## src/logic/ctrl_unit_defines.svh

```systemverilog
`ifndef CTRL_UNIT_DEFINES_SVH
`define CTRL_UNIT_DEFINES_SVH

// Instruction word and field widths
`define ILEN              32
`define OPCODE_LEN        7
`define FUNCT3_LEN        3
`define FUNCT7_LEN        7
`define EXC_CODE_LEN      4

// Major opcodes handled by the control unit
`define OPCODE_BRANCH     7'b1100011
`define OPCODE_LOAD       7'b0000011
`define OPCODE_STORE      7'b0100011
`define OPCODE_MISC_MEM   7'b0001111
`define OPCODE_SYSTEM     7'b1110011

// Branch funct3
`define FUNCT3_BEQ        3'b000
`define FUNCT3_BNE        3'b001
`define FUNCT3_BLT        3'b100
`define FUNCT3_BGE        3'b101
`define FUNCT3_BLTU       3'b110
`define FUNCT3_BGEU       3'b111

// Load funct3
`define FUNCT3_LB         3'b000
`define FUNCT3_LH         3'b001
`define FUNCT3_LW         3'b010
`define FUNCT3_LD         3'b011
`define FUNCT3_LBU        3'b100
`define FUNCT3_LHU        3'b101
`define FUNCT3_LWU        3'b110

// Store funct3
`define FUNCT3_SB         3'b000
`define FUNCT3_SH         3'b001
`define FUNCT3_SW         3'b010
`define FUNCT3_SD         3'b011

// Fences
`define FUNCT3_FENCE_I    3'b001
`define FUNCT3_SFENCE_VMA 3'b000
`define FUNCT7_SFENCE_VMA 7'b0001001

// Exception causes, privileged spec numbering
`define EXC_I_MISALIGNED  4'd0
`define EXC_I_ACCESS      4'd1
`define EXC_ILLEGAL       4'd2
`define EXC_LD_MISALIGNED 4'd4
`define EXC_LD_ACCESS     4'd5
`define EXC_ST_MISALIGNED 4'd6
`define EXC_ST_ACCESS     4'd7
`define EXC_ECALL_S       4'd9
`define EXC_ECALL_M       4'd11
`define EXC_I_PAGE_FAULT  4'd12
`define EXC_LD_PAGE_FAULT 4'd13
`define EXC_ST_PAGE_FAULT 4'd15

`endif

```

## src/logic/rv_isa_pkg.sv

```systemverilog
`include "ctrl_unit_defines.svh"

package rv_isa_pkg;

	// Raw instruction word and its fields
	typedef logic [`ILEN-1:0]         instr_t;
	typedef logic [`OPCODE_LEN-1:0]   opcode_t;
	typedef logic [`FUNCT3_LEN-1:0]   funct3_t;
	typedef logic [`FUNCT7_LEN-1:0]   funct7_t;

	// Trap cause as seen by the control unit
	typedef logic [`EXC_CODE_LEN-1:0] except_code_t;

	// Comparison selected for the branch unit
	typedef enum logic [2:0] {
		BEQ,
		BNE,
		BLT,
		BLTU,
		BGE,
		BGEU
	} branch_type_e;

	// Access size and sign handling for the load/store unit
	typedef enum logic [2:0] {
		LS_BYTE,
		LS_BYTE_U,
		LS_HALFWORD,
		LS_HALFWORD_U,
		LS_WORD,
		LS_WORD_U,
		LS_DOUBLEWORD
	} ldst_type_e;

endpackage

```

## src/logic/mem_ctrl_pkg.sv

```systemverilog
package mem_ctrl_pkg;

	// Flush request sent to both TLB levels
	typedef enum logic [1:0] {
		NO_FLUSH,
		FLUSH_ALL,
		FLUSH_ASID,
		FLUSH_PAGE
	} tlb_flush_e;

	// Pipeline control FSM states
	typedef enum logic [2:0] {
		ST_RESET,
		ST_RUN,
		ST_STALL,
		ST_IMEM_EXCEPT,
		ST_EXCEPT_FLUSH
	} pipe_state_e;

endpackage

```

## src/logic/instr_decoder.sv

```systemverilog
`timescale 1ns/1ns
`include "ctrl_unit_defines.svh"

module instr_decoder (
	input  rv_isa_pkg::instr_t       instr_i,
	output rv_isa_pkg::branch_type_e branch_type_o,
	output rv_isa_pkg::ldst_type_e   ldst_type_o,
	output logic                     fence_i_o,
	output logic                     sfence_vma_o
);

	rv_isa_pkg::opcode_t opcode;
	rv_isa_pkg::funct3_t funct3;
	rv_isa_pkg::funct7_t funct7;

	assign opcode = instr_i[`OPCODE_LEN-1:0];
	// funct3 sits right above rd
	assign funct3 = instr_i[12 +: `FUNCT3_LEN];
	assign funct7 = instr_i[`ILEN-1 -: `FUNCT7_LEN];

	// Branch comparison, BEQ when not a branch
	always_comb begin
		branch_type_o = rv_isa_pkg::BEQ;
		if (opcode == `OPCODE_BRANCH) begin
			case (funct3)
				`FUNCT3_BNE:  branch_type_o = rv_isa_pkg::BNE;
				`FUNCT3_BLT:  branch_type_o = rv_isa_pkg::BLT;
				`FUNCT3_BGE:  branch_type_o = rv_isa_pkg::BGE;
				`FUNCT3_BLTU: branch_type_o = rv_isa_pkg::BLTU;
				`FUNCT3_BGEU: branch_type_o = rv_isa_pkg::BGEU;
				default:      branch_type_o = rv_isa_pkg::BEQ;
			endcase
		end
	end

	// Access size, word when not a known load or store
	always_comb begin
		ldst_type_o = rv_isa_pkg::LS_WORD;
		if (opcode == `OPCODE_LOAD) begin
			case (funct3)
				`FUNCT3_LB:  ldst_type_o = rv_isa_pkg::LS_BYTE;
				`FUNCT3_LH:  ldst_type_o = rv_isa_pkg::LS_HALFWORD;
				`FUNCT3_LD:  ldst_type_o = rv_isa_pkg::LS_DOUBLEWORD;
				`FUNCT3_LBU: ldst_type_o = rv_isa_pkg::LS_BYTE_U;
				`FUNCT3_LHU: ldst_type_o = rv_isa_pkg::LS_HALFWORD_U;
				`FUNCT3_LWU: ldst_type_o = rv_isa_pkg::LS_WORD_U;
				default:     ldst_type_o = rv_isa_pkg::LS_WORD;
			endcase
		end else if (opcode == `OPCODE_STORE) begin
			case (funct3)
				`FUNCT3_SB: ldst_type_o = rv_isa_pkg::LS_BYTE;
				`FUNCT3_SH: ldst_type_o = rv_isa_pkg::LS_HALFWORD;
				`FUNCT3_SD: ldst_type_o = rv_isa_pkg::LS_DOUBLEWORD;
				default:    ldst_type_o = rv_isa_pkg::LS_WORD;
			endcase
		end
	end

	// Fence detection for the maintenance block
	assign fence_i_o = (opcode == `OPCODE_MISC_MEM) && (funct3 == `FUNCT3_FENCE_I);

	assign sfence_vma_o = (opcode == `OPCODE_SYSTEM)
		&& (funct3 == `FUNCT3_SFENCE_VMA)
		&& (funct7 == `FUNCT7_SFENCE_VMA);

endmodule

```

## src/logic/pipe_ctrl_fsm.sv

```systemverilog
`timescale 1ns/1ns

module pipe_ctrl_fsm (
	input  logic clk_i,
	input  logic rst_n_i,
	input  logic main_stall_i,
	input  logic imem_except_i,
	input  logic except_raised_i,
	output logic stall_o,
	output logic flush_o
);

	mem_ctrl_pkg::pipe_state_e state_q;
	mem_ctrl_pkg::pipe_state_e state_d;

	always_ff @(posedge clk_i or negedge rst_n_i) begin
		if (!rst_n_i) begin
			state_q <= mem_ctrl_pkg::ST_RESET;
		end else begin
			state_q <= state_d;
		end
	end

	// Same priority from every state
	always_comb begin
		if (imem_except_i) begin
			state_d = mem_ctrl_pkg::ST_IMEM_EXCEPT;
		end else if (except_raised_i) begin
			state_d = mem_ctrl_pkg::ST_EXCEPT_FLUSH;
		end else if (main_stall_i) begin
			state_d = mem_ctrl_pkg::ST_STALL;
		end else begin
			state_d = mem_ctrl_pkg::ST_RUN;
		end
	end

	// Moore outputs
	always_comb begin
		stall_o = 1'b0;
		flush_o = 1'b0;
		case (state_q)
			mem_ctrl_pkg::ST_RESET:        flush_o = 1'b1;
			mem_ctrl_pkg::ST_STALL:        stall_o = 1'b1;
			// Fetch waits for the I-cache to recover
			mem_ctrl_pkg::ST_IMEM_EXCEPT:  stall_o = 1'b1;
			mem_ctrl_pkg::ST_EXCEPT_FLUSH: flush_o = 1'b1;
			default: begin
				stall_o = 1'b0;
				flush_o = 1'b0;
			end
		endcase
	end

endmodule

```

## src/logic/mem_maint_ctrl.sv

```systemverilog
`timescale 1ns/1ns
`include "ctrl_unit_defines.svh"

module mem_maint_ctrl (
	input  logic                     clk_i,
	input  logic                     rst_n_i,
	input  logic                     fence_i_i,
	input  logic                     sfence_vma_i,
	input  logic                     imem_except_i,
	input  logic                     except_raised_i,
	input  rv_isa_pkg::except_code_t except_code_i,
	input  logic                     l2c_update_done_i,
	output logic                     abort_o,
	output logic                     clr_l1tlb_mshr_o,
	output logic                     clr_l2tlb_mshr_o,
	output logic                     clr_dmshr_o,
	output logic                     synch_l1dc_l2c_o,
	output mem_ctrl_pkg::tlb_flush_e tlb_flush_type_o
);

	logic exc_instr;
	logic exc_ldst;
	logic exc_page;
	logic exc_illegal;
	logic exc_ecall;

	logic abort_d, clr_tlb_d, clr_dmshr_d, synch_d;
	logic abort_q, clr_tlb_q, clr_dmshr_q, synch_q;
	mem_ctrl_pkg::tlb_flush_e flush_type_d;
	mem_ctrl_pkg::tlb_flush_e flush_type_q;

	// Cause classes
	assign exc_instr = (except_code_i == `EXC_I_MISALIGNED) || (except_code_i == `EXC_I_ACCESS)
		|| (except_code_i == `EXC_I_PAGE_FAULT);
	assign exc_ldst = (except_code_i == `EXC_LD_MISALIGNED) || (except_code_i == `EXC_LD_ACCESS)
		|| (except_code_i == `EXC_ST_MISALIGNED) || (except_code_i == `EXC_ST_ACCESS)
		|| (except_code_i == `EXC_LD_PAGE_FAULT) || (except_code_i == `EXC_ST_PAGE_FAULT);
	assign exc_page = (except_code_i == `EXC_I_PAGE_FAULT)
		|| (except_code_i == `EXC_LD_PAGE_FAULT) || (except_code_i == `EXC_ST_PAGE_FAULT);
	assign exc_illegal = (except_code_i == `EXC_ILLEGAL);
	assign exc_ecall = (except_code_i == `EXC_ECALL_S) || (except_code_i == `EXC_ECALL_M);

	// First matching command wins
	always_comb begin
		abort_d     = 1'b0;
		clr_tlb_d   = 1'b0;
		clr_dmshr_d = 1'b0;
		synch_d     = 1'b0;
		if (fence_i_i) begin
			clr_tlb_d = 1'b1;
		end else if (sfence_vma_i && !l2c_update_done_i) begin
			clr_tlb_d   = 1'b1;
			clr_dmshr_d = 1'b1;
			synch_d     = 1'b1;
		end else if (except_raised_i && exc_instr) begin
			clr_tlb_d = 1'b1;
		end else if (except_raised_i && exc_ldst) begin
			clr_dmshr_d = 1'b1;
		end else if (except_raised_i && exc_illegal) begin
			abort_d = 1'b1;
		end else if (except_raised_i && exc_ecall && !l2c_update_done_i) begin
			synch_d = 1'b1;
		end
	end

	// TLB flush kind
	always_comb begin
		if (imem_except_i) begin
			flush_type_d = mem_ctrl_pkg::FLUSH_ASID;
		end else if (except_raised_i && exc_page) begin
			flush_type_d = mem_ctrl_pkg::FLUSH_PAGE;
		end else if (except_raised_i) begin
			flush_type_d = mem_ctrl_pkg::FLUSH_ALL;
		end else begin
			flush_type_d = mem_ctrl_pkg::NO_FLUSH;
		end
	end

	// Out of reset the MSHRs are cleared and both TLBs flushed
	always_ff @(posedge clk_i or negedge rst_n_i) begin
		if (!rst_n_i) begin
			abort_q      <= 1'b0;
			clr_tlb_q    <= 1'b1;
			clr_dmshr_q  <= 1'b1;
			synch_q      <= 1'b0;
			flush_type_q <= mem_ctrl_pkg::FLUSH_ALL;
		end else begin
			abort_q      <= abort_d;
			clr_tlb_q    <= clr_tlb_d;
			clr_dmshr_q  <= clr_dmshr_d;
			synch_q      <= synch_d;
			flush_type_q <= flush_type_d;
		end
	end

	assign abort_o          = abort_q;
	// Both TLB levels always get the same clear
	assign clr_l1tlb_mshr_o = clr_tlb_q;
	assign clr_l2tlb_mshr_o = clr_tlb_q;
	assign clr_dmshr_o      = clr_dmshr_q;
	assign synch_l1dc_l2c_o = synch_q;
	assign tlb_flush_type_o = flush_type_q;

endmodule

```

## src/logic/ctrl_unit.sv

```systemverilog
`timescale 1ns/1ns

module ctrl_unit (
	input  logic                     clk_i,
	input  logic                     rst_n_i,
	input  rv_isa_pkg::instr_t       instr_i,
	input  logic                     main_stall_i,
	input  logic                     imem_except_i,
	input  logic                     except_raised_i,
	input  rv_isa_pkg::except_code_t except_code_i,
	input  logic                     l2c_update_done_i,
	output rv_isa_pkg::branch_type_e branch_type_o,
	output rv_isa_pkg::ldst_type_e   ldst_type_o,
	output logic                     stall_o,
	output logic                     flush_o,
	output logic                     abort_o,
	output logic                     clr_l1tlb_mshr_o,
	output logic                     clr_l2tlb_mshr_o,
	output logic                     clr_dmshr_o,
	output logic                     synch_l1dc_l2c_o,
	output mem_ctrl_pkg::tlb_flush_e tlb_flush_type_o
);

	// Fence flags from decode to maintenance
	logic fence_i;
	logic sfence_vma;

	instr_decoder i_instr_decoder (
		.instr_i       (instr_i),
		.branch_type_o (branch_type_o),
		.ldst_type_o   (ldst_type_o),
		.fence_i_o     (fence_i),
		.sfence_vma_o  (sfence_vma)
	);

	pipe_ctrl_fsm i_pipe_ctrl_fsm (
		.clk_i           (clk_i),
		.rst_n_i         (rst_n_i),
		.main_stall_i    (main_stall_i),
		.imem_except_i   (imem_except_i),
		.except_raised_i (except_raised_i),
		.stall_o         (stall_o),
		.flush_o         (flush_o)
	);

	mem_maint_ctrl i_mem_maint_ctrl (
		.clk_i             (clk_i),
		.rst_n_i           (rst_n_i),
		.fence_i_i         (fence_i),
		.sfence_vma_i      (sfence_vma),
		.imem_except_i     (imem_except_i),
		.except_raised_i   (except_raised_i),
		.except_code_i     (except_code_i),
		.l2c_update_done_i (l2c_update_done_i),
		.abort_o           (abort_o),
		.clr_l1tlb_mshr_o  (clr_l1tlb_mshr_o),
		.clr_l2tlb_mshr_o  (clr_l2tlb_mshr_o),
		.clr_dmshr_o       (clr_dmshr_o),
		.synch_l1dc_l2c_o  (synch_l1dc_l2c_o),
		.tlb_flush_type_o  (tlb_flush_type_o)
	);

endmodule

```

## config.mk

```make
export PLATFORM = sky130hd
export DESIGN_NAME = ctrl_unit
export DESIGN_NICKNAME = d
export VERILOG_FILES = /design/src/logic/rv_isa_pkg.sv /design/src/logic/mem_ctrl_pkg.sv /design/src/logic/instr_decoder.sv /design/src/logic/pipe_ctrl_fsm.sv /design/src/logic/mem_maint_ctrl.sv /design/src/logic/ctrl_unit.sv
export VERILOG_INCLUDE_DIRS = /design/src /design/src/logic
export SDC_FILE = /design/constraint.sdc
export NUM_CORES = 1
export LEC_CHECK = 0
export ABC_AREA = 1
export BUFFER_PORTS_ARGS = -buffer_cell sky130_fd_sc_hd__buf_2
export CAP_MARGIN = 25
export CORE_MARGIN = 4
export CORE_UTILIZATION = 35
export DETAILED_ROUTE_END_ITERATION = 12
export PLACE_DENSITY = 0.89
export SYNTH_ARGS = -nofsm -noshare
export SYNTH_HDL_FRONTEND = slang
export SYNTH_SLANG_ARGS = --single-unit
```

## constraint.sdc

```tcl
create_clock -name clk_i -period 0.8 [get_ports clk_i]
set_input_delay 0.08 -clock clk_i [delete_from_list [all_inputs] [get_ports clk_i]]
set_output_delay 0.08 -clock clk_i [all_outputs]
set_load 0.02 [all_outputs]
```

==> impl_metrics.env <==
export IMPL_vdd_drop_max_uv=445.0
export IMPL_drc=0
export IMPL_fin_ws_ns=-0.2183
export IMPL_relSlewSlack=0.8260
export IMPL_finalHoldViolations=0
export IMPL_fill_cells=140
export IMPL_route_met2_wl_um=1041
export IMPL_vias_per_cell=4.742
export IMPL_crit_start="instr_i[3]"
export IMPL_wl_met3_um=137
export IMPL_nets=182
export IMPL_holdCritStartpoint="main_stall_i"
export IMPL_crit_path_end_kind="output pin"
export IMPL_vias=735
export IMPL_final_area_um2=1079
export IMPL_worstPathCellList="buf_6 > nor3_4 > nand3_2 > nor3_2 > buf_4"
export IMPL_top_layer_used="met3"
export IMPL_gp_congestion=0.7670
export IMPL_io_pins=57
export IMPL_clockBufferDepth=2
export IMPL_fin_crit_sh=1.273
export IMPL_power_density_nw_per_um2=1067
export IMPL_slowest_delay_ns=0.27
export IMPL_area_growth_pct=82.63
export IMPL_netlist_instances=83
export IMPL_worst_setup_path_type="in -> out"
export IMPL_outcome="finished, violations left"
export IMPL_rsz0062_at_grt="true"
export IMPL_multi_input_area_um2=346.6
export IMPL_synth_distinct_cells=20
export IMPL_fin_tns_setup_ns=-2.187
export IMPL_crit_end="branch_type_o[1]"
export IMPL_path_delay_family="simple AND/OR/NAND/NOR gates"
export IMPL_wirelength_um=1672
export IMPL_dp_final_hpwl_um=1404
export IMPL_grt_max_degree=10
export IMPL_wl_met1_um=493
export IMPL_cp_arrival_ns=0.94
export IMPL_ys_ff_latch=9
export IMPL_dieArea_um2=2408
export IMPL_drive_above_1_share=0.5396
export IMPL_setup_viol=15
export IMPL_clkTransAtPathRegs_ns=0.06
export IMPL_cts_made_buffers=3
export IMPL_path_depth=5
export IMPL_io_buffers=41
export IMPL_finalPower_mw=1.151
export IMPL_avgSynthCellArea_um2=7.115
export IMPL_cp_max_fo=4
export IMPL_wl_per_cell_um=10.79
export IMPL_cts_tree="done"
export IMPL_syn_area_um2=590.6
export IMPL_hold_path_class="in -> reg"
export IMPL_grt_total_usage=0.1436
export IMPL_finalCriticalPeriod_ns=1.018
export IMPL_drt_pass1_iter_count=4
export IMPL_grt_pass1_wl_um=2746
export IMPL_max_cap_violations=0
export IMPL_area_sequential_um2=229.0
export IMPL_drtIter0Drc=4
export IMPL_worst_path_max_delay_cell="nor3_4"
export IMPL_drtAntennaViolNets=0
export IMPL_cts_sinks=9
export IMPL_crit_required_ns=0.72
export IMPL_initial_core_util=0.3831
export IMPL_grt_pass1_vias=731
export IMPL_failed_checks="setup timing"
export IMPL_fmax_mhz=982.0
export IMPL_die_x_um=49.08
export IMPL_cts_setup_buffers=0
export IMPL_p_leak_nw=0.5693
export IMPL_rows=14
export IMPL_worst_pin_slew_ns=0.2602
export IMPL_cts_root_buf="clkbuf_4"
export IMPL_antenna_found_initial=0
export IMPL_yosys_warnings=0
export IMPL_finalMaxSlewViolations=0
export IMPL_grt_overflow=0
export IMPL_cts_htree_levels=1
export IMPL_cp_start_kind="input pin"
export IMPL_antenna_cells=0
export IMPL_ys_seq_area_frac=0.3877
export IMPL_die_y_um=49.08
export IMPL_place_area_um2=927.1
export IMPL_syn_nets=125
export IMPL_critPathBufInv=2
export IMPL_core_um2=1541
==> Yosys cell counts <==
| cell | count | area share |
|---|---|---|
| a211oi_1 | 1 | 0.013 |
| nand3_2 | 1 | 0.017 |
| a21oi_1 | 1 | 0.0085 |
| nor3_2 | 1 | 0.017 |
| inv_1 | 14 | 0.089 |
| dfrtp_1 | 6 | 0.25 |
| dfstp_2 | 3 | 0.13 |
| o21ai_0 | 5 | 0.042 |
| buf_4 | 1 | 0.013 |
| nand3_1 | 4 | 0.034 |
| inv_2 | 1 | 0.0063 |
| nand4_1 | 3 | 0.032 |
| o211ai_1 | 1 | 0.013 |
| nand2_1 | 18 | 0.11 |
| nor2_2 | 2 | 0.021 |
| nor3_1 | 2 | 0.017 |
| nor3_4 | 2 | 0.055 |
| nand2_2 | 2 | 0.021 |
| o22ai_1 | 1 | 0.011 |
| nor2_1 | 14 | 0.089 |
==> flip-flops by register name (all words and copies together), names as in the netlist <==
signal                             cells
i_pipe_ctrl_fsm.state_q                3
i_mem_maint_ctrl.tlb_flush_type_o      2
i_mem_maint_ctrl.abort_o               1
i_mem_maint_ctrl.clr_dmshr_o           1
i_mem_maint_ctrl.clr_l1tlb_mshr_o      1
i_mem_maint_ctrl.synch_l1dc_l2c_o      1
==> metal layers <==
layer	GRT usage	vias to the layer above
li1	-	374
met1	0.1189	335
met2	0.3069	26
met3	0.03058	0
met4	0.05381	0
met5	0	-
==> through the flow <==
stage               std cells  setup slack, ns  hold WS (ns)  utilization
CTS                       155          -0.2404       0.02717       0.6916
detailed placement        149          -0.2870      -0.07145       0.6015
floorplan                  83         -0.06120       -0.2156            -
global route              155          -0.2684       0.02320       0.6997
global placement          149          -0.2474      -0.07581       0.6015
finish                    155          -0.2183       0.03143       0.6997
==> cell type report <==
class,instances,share of cell area
Clock buffer,4,0.02436
Inverter,15,0.05220
Multi-Input combinational cell,58,0.3213
Timing Repair Buffer,53,0.3712
Sequential cell,9,0.2123
Tap cell,16,0.01856
==> worst min-delay path by stage <==
stage                            endpoint  slack (ns)  depth (start not counted)
4_1_cts        i_pipe_ctrl_fsm.state_q[0]        0.03                          2
5_1_grt        i_pipe_ctrl_fsm.state_q[0]        0.02                          2
3_5_place_dp     i_mem_maint_ctrl.abort_o       -0.07                          1
3_3_place_gp     i_mem_maint_ctrl.abort_o       -0.08                          1
6_report       i_pipe_ctrl_fsm.state_q[0]        0.03                          2
2_1_floorplan    i_mem_maint_ctrl.abort_o       -0.22                          0
==> cells by family (layout without fill, tap and decap cells) <==
| family | after synthesis | count (layout) | synth area share |
|---|---|---|---|
| flip-flops | 9 | 9 | 0.3877 |
| AO/OA/AOI/OAI | 9 | 9 | 0.08687 |
| buffers and inverters | 16 | 72 | 0.1080 |
| AND/OR/NAND/NOR | 49 | 49 | 0.4174 |
==> report_power, final <==
group          internal, mW  leakage, nW  switching, mW
registers             0.483        0.105        0.00934
logic                 0.165        0.449          0.170
clock network         0.191       0.0150          0.133
total                 0.838        0.569          0.312
==> cell usage in the layout (no fill, tap or decap), types with 2 or more instances in the layout <==
cell type	count
buf_4	15
nand3_1	3
clkbuf_4	3
dfrtp_1	6
dlygate4sd3_1	2
o21ai_0	4
nand3_2	2
nor2_1	14
inv_1	14
nand2_1	15
nor3_2	2
nand2_2	4
buf_6	14
dfstp_2	3
nand4_1	3
nor3_4	3
buf_2	22
nor2_2	2
==> timing repair <==
action,4_1_cts,5_1_grt
cloned,0,0
gates resized for setup,30,4
endpoints found under the hold margin,11,0
pin swaps,6,4
endpoints found under the setup margin,15,15
hold buffers,2,0
Power figures use the tool's default switching activity.
